==> config.mk <==
export PLATFORM = sky130hd
export DESIGN_NAME = soc_top
export DESIGN_NICKNAME = d
export VERILOG_FILES = /design/src/common/soc_pkg.sv /design/src/common/wb_if.sv /design/src/soc_top.sv /design/src/wb_switch.sv /design/src/gpio_port.sv /design/src/ram_slave.sv /design/src/intc/tick_timer.sv /design/src/intc/simple_pic.sv
export SDC_FILE = /design/constraint.sdc
export NUM_CORES = 2
export LEC_CHECK = 0
export ABC_AREA = 0
export BUFFER_PORTS_ARGS = -buffer_cell sky130_fd_sc_hd__buf_2
export CAP_MARGIN = 10
export CORE_MARGIN = 3
export CORE_UTILIZATION = 25
export CTS_CLUSTER_SIZE = 24
export DETAILED_ROUTE_END_ITERATION = 6
export GPL_ROUTABILITY_DRIVEN = 0
export HOLD_SLACK_MARGIN = 0.05
export PLACE_DENSITY = 0.43
export SLEW_MARGIN = 10
export SYNTH_ARGS = -nofsm -noshare
export SYNTH_HDL_FRONTEND = slang
export SYNTH_SLANG_ARGS = --single-unit
==> constraint.sdc <==
create_clock -name clk -period 3.23 [get_ports clk]
set_input_delay 0.1615 -clock clk [delete_from_list [all_inputs] [get_ports clk]]
set_output_delay 0.1615 -clock clk [all_outputs]
set_load 0.02 [all_outputs]
==> src/common/soc_pkg.sv <==
////////////////////////////////////////////////////////////
// system bus package: bus widths, io address map,
// slave and switch state enums, interrupt constants
////////////////////////////////////////////////////////////
package soc_pkg;

  // Wishbone bus geometry, word address covers bits 19..1
  localparam int ADR_W = 19;
  localparam int DAT_W = 16;
  localparam int SEL_W = 2;

  // interrupt controller
  localparam int NUM_IRQ  = 8;
  localparam int IRQ_ID_W = 3;

  // vector number of line 0, line k answers VEC_BASE + k
  localparam logic [DAT_W-1:0] VEC_BASE = 16'd8;

  // tagged address is {tga, adr}, tag 1 selects io space
  // io 0xf100 - 0xf103, two words
  localparam logic [ADR_W:0] GPIO_IO_ADDR = 20'b1_0000_1111_0001_0000_000;
  localparam logic [ADR_W:0] GPIO_IO_MASK = 20'b1_0000_1111_1111_1111_110;

  // unmapped io reads float high like an empty ISA slot
  localparam logic [DAT_W-1:0] DEFAULT_DATA = 16'hffff;

  // slave picked by the address decoder
  typedef enum logic [1:0] {
    SLV_RAM,
    SLV_GPIO,
    SLV_DEFAULT
  } slave_e;

  // switch states, one ack cycle per transfer
  typedef enum logic {
    BUS_IDLE,
    BUS_ACK
  } bus_state_e;

endpackage
==> src/common/wb_if.sv <==
////////////////////////////////////////////////////////////
// Wishbone classic bus, 16 bit data, tagged address
////////////////////////////////////////////////////////////
`timescale 1ns/100ps

interface wb_if;

  logic [soc_pkg::ADR_W-1:0] adr;   // word address, bits 19..1
  logic                      tga;   // 1 = io, 0 = memory
  logic [soc_pkg::DAT_W-1:0] dat_w; // master to slave
  logic [soc_pkg::DAT_W-1:0] dat_r; // slave to master
  logic [soc_pkg::SEL_W-1:0] sel;   // byte lanes
  logic                      we;
  logic                      cyc;
  logic                      stb;
  logic                      ack;

  modport master (
    output adr, tga, dat_w, sel, we, cyc, stb,
    input  dat_r, ack
  );

  modport slave (
    input  adr, tga, dat_w, sel, we, cyc, stb,
    output dat_r, ack
  );

endinterface

==> src/soc_top.sv <==
////////////////////////////////////////////////////////////
// system bus core top level: Wishbone switch, word RAM,
// switch/LED port, interrupt controller and tick timer
////////////////////////////////////////////////////////////
`timescale 1ns/100ps

module soc_top #(
  parameter int RAM_AW      = 8,   // RAM depth is 2**RAM_AW words
  parameter int TICK_PERIOD = 200  // timer interrupt period in clocks
) (
  input  logic                        clk,
  input  logic                        rst_lck,
  // Wishbone master side, driven by the CPU
  input  logic [soc_pkg::ADR_W-1:0]   wb_adr_i,
  input  logic                        wb_tga_i,
  input  logic [soc_pkg::DAT_W-1:0]   wb_dat_i,
  output logic [soc_pkg::DAT_W-1:0]   wb_dat_o,
  input  logic [soc_pkg::SEL_W-1:0]   wb_sel_i,
  input  logic                        wb_we_i,
  input  logic                        wb_cyc_i,
  input  logic                        wb_stb_i,
  output logic                        wb_ack_o,
  // interrupt handshake with the CPU
  input  logic                        inta_i,
  output logic                        intr_o,
  input  logic [soc_pkg::NUM_IRQ-1:1] irq_i,
  // board io
  input  logic [soc_pkg::DAT_W-1:0]   sw_i,
  output logic [soc_pkg::DAT_W-1:0]   leds_o
);

  wb_if m_bus ();
  wb_if ram_bus ();
  wb_if gpio_bus ();

  logic                          tick;
  logic [soc_pkg::NUM_IRQ-1:0]   irq_all;
  logic [soc_pkg::IRQ_ID_W-1:0]  irq_id;

  // plain ports onto the master side of the switch
  assign m_bus.adr   = wb_adr_i;
  assign m_bus.tga   = wb_tga_i;
  assign m_bus.dat_w = wb_dat_i;
  assign m_bus.sel   = wb_sel_i;
  assign m_bus.we    = wb_we_i;
  assign m_bus.cyc   = wb_cyc_i;
  assign m_bus.stb   = wb_stb_i;
  assign wb_dat_o    = m_bus.dat_r;
  assign wb_ack_o    = m_bus.ack;

  assign irq_all = {irq_i, tick}; // system timer on line 0

  wb_switch wb_switch_inst (
    .clk      (clk),
    .rst_lck  (rst_lck),
    .m        (m_bus.slave),
    .ram      (ram_bus.master),
    .gpio     (gpio_bus.master),
    .inta_i   (inta_i),
    .irq_id_i (irq_id)
  );

  ram_slave #(
    .RAM_AW (RAM_AW)
  ) ram_slave_inst (
    .clk     (clk),
    .rst_lck (rst_lck),
    .bus     (ram_bus.slave)
  );

  gpio_port gpio_port_inst (
    .clk     (clk),
    .rst_lck (rst_lck),
    .bus     (gpio_bus.slave),
    .sw_i    (sw_i),
    .leds_o  (leds_o)
  );

  simple_pic simple_pic_inst (
    .clk      (clk),
    .rst_lck  (rst_lck),
    .irq_i    (irq_all),
    .inta_i   (inta_i),
    .intr_o   (intr_o),
    .irq_id_o (irq_id)
  );

  tick_timer #(
    .TICK_PERIOD (TICK_PERIOD)
  ) tick_timer_inst (
    .clk     (clk),
    .rst_lck (rst_lck),
    .tick_o  (tick)
  );

endmodule

==> src/wb_switch.sv <==
////////////////////////////////////////////////////////////
// Wishbone classic switch: address decode, stb routing,
// default slave and interrupt vector read path
////////////////////////////////////////////////////////////
`timescale 1ns/100ps

module wb_switch (
  input  logic                          clk,
  input  logic                          rst_lck,
  wb_if.slave                           m,
  wb_if.master                          ram,
  wb_if.master                          gpio,
  input  logic                          inta_i,
  input  logic [soc_pkg::IRQ_ID_W-1:0]  irq_id_i
);

  soc_pkg::bus_state_e        state_q;
  soc_pkg::slave_e            slv;
  logic [soc_pkg::ADR_W:0]    tadr;
  logic                       req;
  logic                       def_ack_q;
  logic [soc_pkg::DAT_W-1:0]  slv_dat;
  logic [soc_pkg::DAT_W-1:0]  vector;

  assign tadr = {m.tga, m.adr};

  // memory space always hits RAM, io splits into gpio / default
  always_comb begin
    if (!m.tga) begin
      slv = soc_pkg::SLV_RAM;
    end else if ((tadr & soc_pkg::GPIO_IO_MASK) == soc_pkg::GPIO_IO_ADDR) begin
      slv = soc_pkg::SLV_GPIO;
    end else begin
      slv = soc_pkg::SLV_DEFAULT;
    end
  end

  // a new request is only taken in idle, so stb never hits twice
  assign req = m.cyc && m.stb && (state_q == soc_pkg::BUS_IDLE);

  always_ff @(posedge clk) begin
    if (!rst_lck) begin
      state_q   <= soc_pkg::BUS_IDLE;
      def_ack_q <= 1'b0;
    end else begin
      unique case (state_q)
        soc_pkg::BUS_IDLE: if (req) state_q <= soc_pkg::BUS_ACK;
        soc_pkg::BUS_ACK:  state_q <= soc_pkg::BUS_IDLE; // ack cycle done
        default:           state_q <= soc_pkg::BUS_IDLE;
      endcase
      def_ack_q <= req && (slv == soc_pkg::SLV_DEFAULT); // writes dropped
    end
  end

  // shared request lines, stb only to the selected slave
  assign ram.adr    = m.adr;
  assign ram.tga    = m.tga;
  assign ram.dat_w  = m.dat_w;
  assign ram.sel    = m.sel;
  assign ram.we     = m.we;
  assign ram.cyc    = m.cyc && (slv == soc_pkg::SLV_RAM);
  assign ram.stb    = req && (slv == soc_pkg::SLV_RAM);

  assign gpio.adr   = m.adr;
  assign gpio.tga   = m.tga;
  assign gpio.dat_w = m.dat_w;
  assign gpio.sel   = m.sel;
  assign gpio.we    = m.we;
  assign gpio.cyc   = m.cyc && (slv == soc_pkg::SLV_GPIO);
  assign gpio.stb   = req && (slv == soc_pkg::SLV_GPIO);

  // return path, address is held until ack so decode stays valid
  always_comb begin
    unique case (slv)
      soc_pkg::SLV_RAM: begin
        m.ack   = ram.ack;
        slv_dat = ram.dat_r;
      end
      soc_pkg::SLV_GPIO: begin
        m.ack   = gpio.ack;
        slv_dat = gpio.dat_r;
      end
      default: begin
        m.ack   = def_ack_q;
        slv_dat = soc_pkg::DEFAULT_DATA;
      end
    endcase
  end

  // interrupt acknowledge wins over any bus data
  assign vector  = soc_pkg::VEC_BASE + soc_pkg::DAT_W'(irq_id_i);
  assign m.dat_r = inta_i ? vector : slv_dat;

endmodule

==> src/gpio_port.sv <==
////////////////////////////////////////////////////////////
// switch input and LED output port in the io window
////////////////////////////////////////////////////////////
`timescale 1ns/100ps

module gpio_port (
  input  logic                       clk,
  input  logic                       rst_lck,
  wb_if.slave                        bus,
  input  logic [soc_pkg::DAT_W-1:0]  sw_i,
  output logic [soc_pkg::DAT_W-1:0]  leds_o
);

  localparam int LANE_W = soc_pkg::DAT_W / soc_pkg::SEL_W;

  logic [soc_pkg::DAT_W-1:0] led_q;
  logic                      hit;
  logic                      ack_q;

  assign hit = bus.cyc && bus.stb && !ack_q;

  // LED register takes writes at either word of the window
  always_ff @(posedge clk) begin
    if (!rst_lck) begin
      led_q <= '0;
      ack_q <= 1'b0;
    end else begin
      ack_q <= hit;
      if (hit && bus.we) begin
        for (int i = 0; i < soc_pkg::SEL_W; i++) begin
          if (bus.sel[i]) led_q[i*LANE_W +: LANE_W] <= bus.dat_w[i*LANE_W +: LANE_W];
        end
      end
    end
  end

  // word 0 switches, word 1 LED readback
  always_ff @(posedge clk) begin
    if (hit) bus.dat_r <= bus.adr[0] ? led_q : sw_i;
  end

  assign bus.ack = ack_q;
  assign leds_o  = led_q;

endmodule

==> src/ram_slave.sv <==
////////////////////////////////////////////////////////////
// on-chip word RAM with byte lanes, Wishbone slave
////////////////////////////////////////////////////////////
`timescale 1ns/100ps

module ram_slave #(
  parameter int RAM_AW = 8
) (
  input  logic clk,
  input  logic rst_lck,
  wb_if.slave  bus
);

  localparam int LANE_W = soc_pkg::DAT_W / soc_pkg::SEL_W;

  logic [soc_pkg::DAT_W-1:0] mem [2**RAM_AW];
  logic [RAM_AW-1:0]         idx;
  logic                      hit;
  logic                      ack_q;

  assign idx = bus.adr[RAM_AW-1:0]; // upper word bits alias
  assign hit = bus.cyc && bus.stb && !ack_q;

  always_ff @(posedge clk) begin
    if (!rst_lck) begin
      ack_q <= 1'b0;
    end else begin
      ack_q <= hit;
    end
  end

  // array and read register, no reset
  always_ff @(posedge clk) begin
    if (hit && bus.we) begin
      for (int i = 0; i < soc_pkg::SEL_W; i++) begin
        if (bus.sel[i]) mem[idx][i*LANE_W +: LANE_W] <= bus.dat_w[i*LANE_W +: LANE_W];
      end
    end
    if (hit) bus.dat_r <= mem[idx]; // old word on a write, unused
  end

  assign bus.ack = ack_q;

endmodule

==> src/intc/tick_timer.sv <==
////////////////////////////////////////////////////////////
// periodic system tick for interrupt line 0
////////////////////////////////////////////////////////////
`timescale 1ns/100ps

module tick_timer #(
  parameter int TICK_PERIOD = 200
) (
  input  logic clk,
  input  logic rst_lck,
  output logic tick_o
);

  localparam int              CNT_W = $clog2(TICK_PERIOD);
  localparam logic [CNT_W-1:0] LAST = CNT_W'(TICK_PERIOD - 1);

  logic [CNT_W-1:0] cnt_q;
  logic             tick_q;

  always_ff @(posedge clk) begin
    if (!rst_lck) begin
      cnt_q  <= '0;
      tick_q <= 1'b0;
    end else begin
      cnt_q  <= (cnt_q == LAST) ? '0 : cnt_q + 1'b1;
      tick_q <= (cnt_q == LAST); // one clock wide, on the wrap
    end
  end

  assign tick_o = tick_q;

endmodule

==> src/intc/simple_pic.sv <==
////////////////////////////////////////////////////////////
// priority interrupt controller, eight edge requests,
// lowest line wins, pending bit cleared on acknowledge
////////////////////////////////////////////////////////////
`timescale 1ns/100ps

module simple_pic (
  input  logic                          clk,
  input  logic                          rst_lck,
  input  logic [soc_pkg::NUM_IRQ-1:0]   irq_i,
  input  logic                          inta_i,
  output logic                          intr_o,
  output logic [soc_pkg::IRQ_ID_W-1:0]  irq_id_o
);

  logic [soc_pkg::NUM_IRQ-1:0]  irq_q;     // last sampled requests
  logic [soc_pkg::NUM_IRQ-1:0]  pending_q;
  logic [soc_pkg::NUM_IRQ-1:0]  rise;
  logic [soc_pkg::NUM_IRQ-1:0]  clr;
  logic [soc_pkg::IRQ_ID_W-1:0] lowest_id;
  logic [soc_pkg::IRQ_ID_W-1:0] id_q;
  logic                         inta_q;
  logic                         intr_q;

  assign rise = irq_i & ~irq_q;

  // end of acknowledge releases the line that was served
  always_comb begin
    clr = '0;
    if (inta_q && !inta_i) clr[id_q] = 1'b1;
  end

  // scan down so the lowest pending line is left
  always_comb begin
    lowest_id = '0;
    for (int i = soc_pkg::NUM_IRQ - 1; i >= 0; i--) begin
      if (pending_q[i]) lowest_id = soc_pkg::IRQ_ID_W'(i);
    end
  end

  always_ff @(posedge clk) begin
    if (!rst_lck) begin
      irq_q     <= '0;
      pending_q <= '0;
      id_q      <= '0;
      inta_q    <= 1'b0;
      intr_q    <= 1'b0;
    end else begin
      irq_q     <= irq_i;
      pending_q <= (pending_q & ~clr) | rise; // new edge beats a clear
      inta_q    <= inta_i;
      intr_q    <= |pending_q;
      if (!inta_i) id_q <= lowest_id; // frozen during acknowledge
    end
  end

  assign intr_o   = intr_q;
  assign irq_id_o = id_q;

endmodule

==> reports/results.ini <==
[power_and_ir_drop]
p_leak_uw=0.0601
clkPwrFrac=0.427
worst_supply_voltage_drop_on_vdd_v=0.000490
seq_power_share=0.524
cell_internal_pwr_uw=89200
p_sw_frac=0.217
power-per-cell-area_nw_per_um2=588
p_sw_uw=24700
p_comb_frac=0.049

[critical_path]
worstPathRequired_ns=3.07
critical_path.top_delay_family=simple AND/OR/NAND/NOR gates
crit_path_start_kind=input pin
crit_path_frequent_cell=buf_2
worstPathArrival_ns=2.97
nature_of_the_critical_path_endpoint=output pin
worst_r2r_path_cells=7
cpPeakStageDelay_ns=0.66
critical_path_peak_fanout=9
setup.worst_path.class=input pin to output pin
internal_reg_to_reg_setup_slack_ns=0.34
r2r_end=gpio_port_inst.leds_o[4]$_SDFFE_PN0P_
path_buf_inv=4
critical_path.cell_chain=buf_2 -> dlygate4sd3_1 -> nand4_1 -> or4b_4 -> nor2_1 -> buf_4 -> a22oi_1 -> a21oi_1 -> buf_2
reg2reg_from=wb_switch_inst.state_q$_SDFF_PP0_
slowest_stage_cell_cp=dlygate4sd3_1

[layout]
fin_cells=17300
layout.nets=8605
fraction_of_final_layout_cells_with_drive_strength_greater_than_1=0.325
area_growth_syn_to_layout_pct=21.3
layout.cells.most_common_list=edfxtp_1, mux4_2, buf_4
nFillCells=60900
final_common_cell=edfxtp_1

[yosys]
synth_seq_cells=4178
yosysUniqueCellTypes=42
share_of_async_settable_or_async_resettable_flops_after_synthesis=0
synth_compound_gate_area_share=0.0379
yosysTopAreaCell=edfxtp_1
synth-seq-area-share=0.784
yosys.area_share.adder=0.0000785
synth.mux.area_fraction=0.147
postSynth.topFlopCell=edfxtp_1
synthesized_area_fraction_occupied_by_and_or_nand_nor_cells=0.0182
synth_top_family_by_area=multiplexers
netlist_area_before_placement_um2=159000
netlist_top_cells_area=edfxtp_1, mux4_2, a22oi_1
postSynthCellCount=7304
syn_area_per_cell_um2=21.8
synth_xor_area_frac=0.000330
synth_edf_count=4128
synth.yosys.warnings=0
yosysTopAreaCellShare=0.777
syn_nets=7372

[floorplanning]
floorplan.core_area_um2=634000
die-height_um=805
placementRows=292
dieWidth_um=805
fp.dieArea_um2=647000
initial_core_util=0.252
pin_count=101

[clock_tree]
cts_tree=done
insertion_delay_ns=1.00
cts_sinks=4178
buffer_cell_driving_the_clock_tree_root=clkbuf_16
cts_buf_count=422
clk_pin_slew_ns=0.06
cts_buffer_depth=4
htreeDepth=5

[route]
detail_route.first_pass.iterations=5
avgViaCountPerCell=4.57
drt.antenna.violating_nets=0
wl_um=455000
remaining_drcs=0
first_iter_violations=7883
num_vias=79000
wl_per_cell_um=26.3

[placement]
hpwlAfterDp_um=281000
place.port_buffers=96
place.detailed.instances=16400

[worst_hold_path]
hold_class=input pin to register
whs_endpoint=ram_slave_inst.bus.dat_r[3]$_DFFE_PP_
min_path_cells=4
min_from=wb_adr_i[6]

[sta]
clock-skew-final_ns=0.0444
setup_viol=0
timing.final.crit_period_ns=3.14
worstMarginPinSlew_ns=1.22
hold_slack_ns=0.193
maxSlewHeadroom=0.186
max_clock_freq_mhz=319
final_report_hold_violation_count=0
timing.final.crit_share=0.971
final_max_slew_viol_count=0
grt_setup_unrepaired=no

[global_routing]
global_route_wire_length_before_repair_um=639000
grt_usage=0.137
grt_pass1_vias=83000
grt_start_max_net_pins=133
overflow=0
grt_antenna_before_repair=41

[outcome]
outcome=finished, final reports clean

[flow_run]
maxCapViolations=0

-- cell usage after synthesis, types with 2 or more instances --
cell / n
a21boi_0: 10
a21oi_1: 272
a22oi_1: 527
and2_1: 17
and3_1: 2
buf_1: 35
buf_2: 76
buf_4: 29
buf_6: 11
clkbuf_1: 325
dfxtp_1: 50
edfxtp_1: 4128
inv_1: 4
mux2_2: 16
mux2i_1: 16
mux4_2: 1024
nand2_1: 54
nand2b_1: 14
nand3_1: 9
nand4_1: 20
nor2_1: 534
nor2b_1: 28
nor3_1: 4
nor4_1: 4
nor4_4: 2
o21ai_0: 8
o31ai_1: 2
o41ai_1: 65
xnor2_1: 2
xor2_1: 4
-- kinds of logic (layout without fill, tap and decap cells) --
| logic type | count (synthesis) | after routing |
|---|---|---|
| AO/OA/AOI/OAI | 888 | 888 |
| XOR/XNOR | 6 | 6 |
| other | 0 | 13 |
| flip-flops | 4178 | 4178 |
| adder cells (fa/ha/maj) | 1 | 1 |
| buffers and inverters | 481 | 2070 |
| multiplexers | 1056 | 1056 |
| AND/OR/NAND/NOR | 694 | 694 |
-- tightest hold or removal path, delay by kind of cell --
family	cells	cell delay, ns
buffers and inverters	1	0.21
AOI/OAI and AO/OA	1	0.13
and+or+nand+nor	2	0.48
-- state kept, by name, summed over array words and instances (netlist names), 3 cells and up --
signal and flops:
ram_slave_inst.mem 4096, gpio_port_inst.bus.dat_r 16, gpio_port_inst.leds_o 16, ram_slave_inst.bus.dat_r 16, simple_pic_inst.irq_q 8, simple_pic_inst.pending_q 8
tick_timer_inst.cnt_q 8, simple_pic_inst.irq_id_o 3
-- metrics by stage --
step / setup TNS (ns) / total power, uW / util / setup WS [ns] / area [um^2]
after floorplan: 0 / 63300 / - / 0.721 / 159000
after global placement: -8.86 / 66400 / 0.282 / -0.410 / 179000
after detailed placement: -6.29 / 66400 / 0.282 / -0.494 / 179000
after CTS: 0 / 115000 / 0.305 / 0.000670 / 193000
after global routing: 0 / 118000 / 0.305 / 0.00482 / 193000
final: 0 / 114000 / 0.305 / 0.0944 / 193000
-- worst max-delay path by stage --
stage | from | to | slack [ns] | cells past startpoint
final | wb_tga_i | wb_dat_o[1] | 0.09 | 9
after global routing | wb_tga_i | wb_dat_o[1] | 0.005 | 9
after CTS | wb_adr_i[2] | wb_dat_o[1] | 0.0007 | 9
after detailed placement | wb_adr_i[0] | ram_slave_inst.bus.dat_r[8]$_DFFE_PP_ | -0.49 | 9
after global placement | wb_adr_i[0] | ram_slave_inst.bus.dat_r[8]$_DFFE_PP_ | -0.41 | 9
after floorplan | wb_adr_i[14] | gpio_port_inst.bus.dat_r[0]$_DFFE_PP_ | 0.72 | 4
-- repair_timing --
action / 4_1_cts / 5_1_grt
hold endpoints to repair: 3774 / 0
setup endpoints to repair: 0 / 8
hold buffers: 91 / 0
setup buffers: 0 / 1
gates resized for setup: 0 / 0
-- per-layer routing --
layer | GRT usage | vias to the layer above | share of wire
li1 | - | 33400 | -
met1 | 0.185 | 42700 | 0.43
met2 | 0.229 | 2356 | 0.49
met3 | 0.0228 | 553 | 0.058
met4 | 0.0321 | 8 | 0.024
met5 | 0 | - | 0.00013
-- power by group through the flow --
stage          Sequential, uW  Clock [uW]  Combinational [uW]
2_1_floorplan           60800           0                2560
3_3_place_gp            60800           0                5590
3_5_place_dp            60800           0                5670
4_1_cts                 59600       50000                5780
5_1_grt                 59600       52100                5990
6_report                59600       48600                5630
-- layout make-up --
cell class | count | area (um^2) | share of cell area
well taps | 8379 | 10500 | 0.0542
repair buffers | 1285 | 11500 | 0.0594
clock buffers | 497 | 10900 | 0.0565
inverters | 5 | 18.8 | 0.0000970
diodes | 13 | 32.5 | 0.000168
multi-input cells | 2645 | 32800 | 0.169
clock inverters | 283 | 2760 | 0.0142
flip-flops and latches | 4178 | 125000 | 0.646
Power figures use the tool's default switching activity.
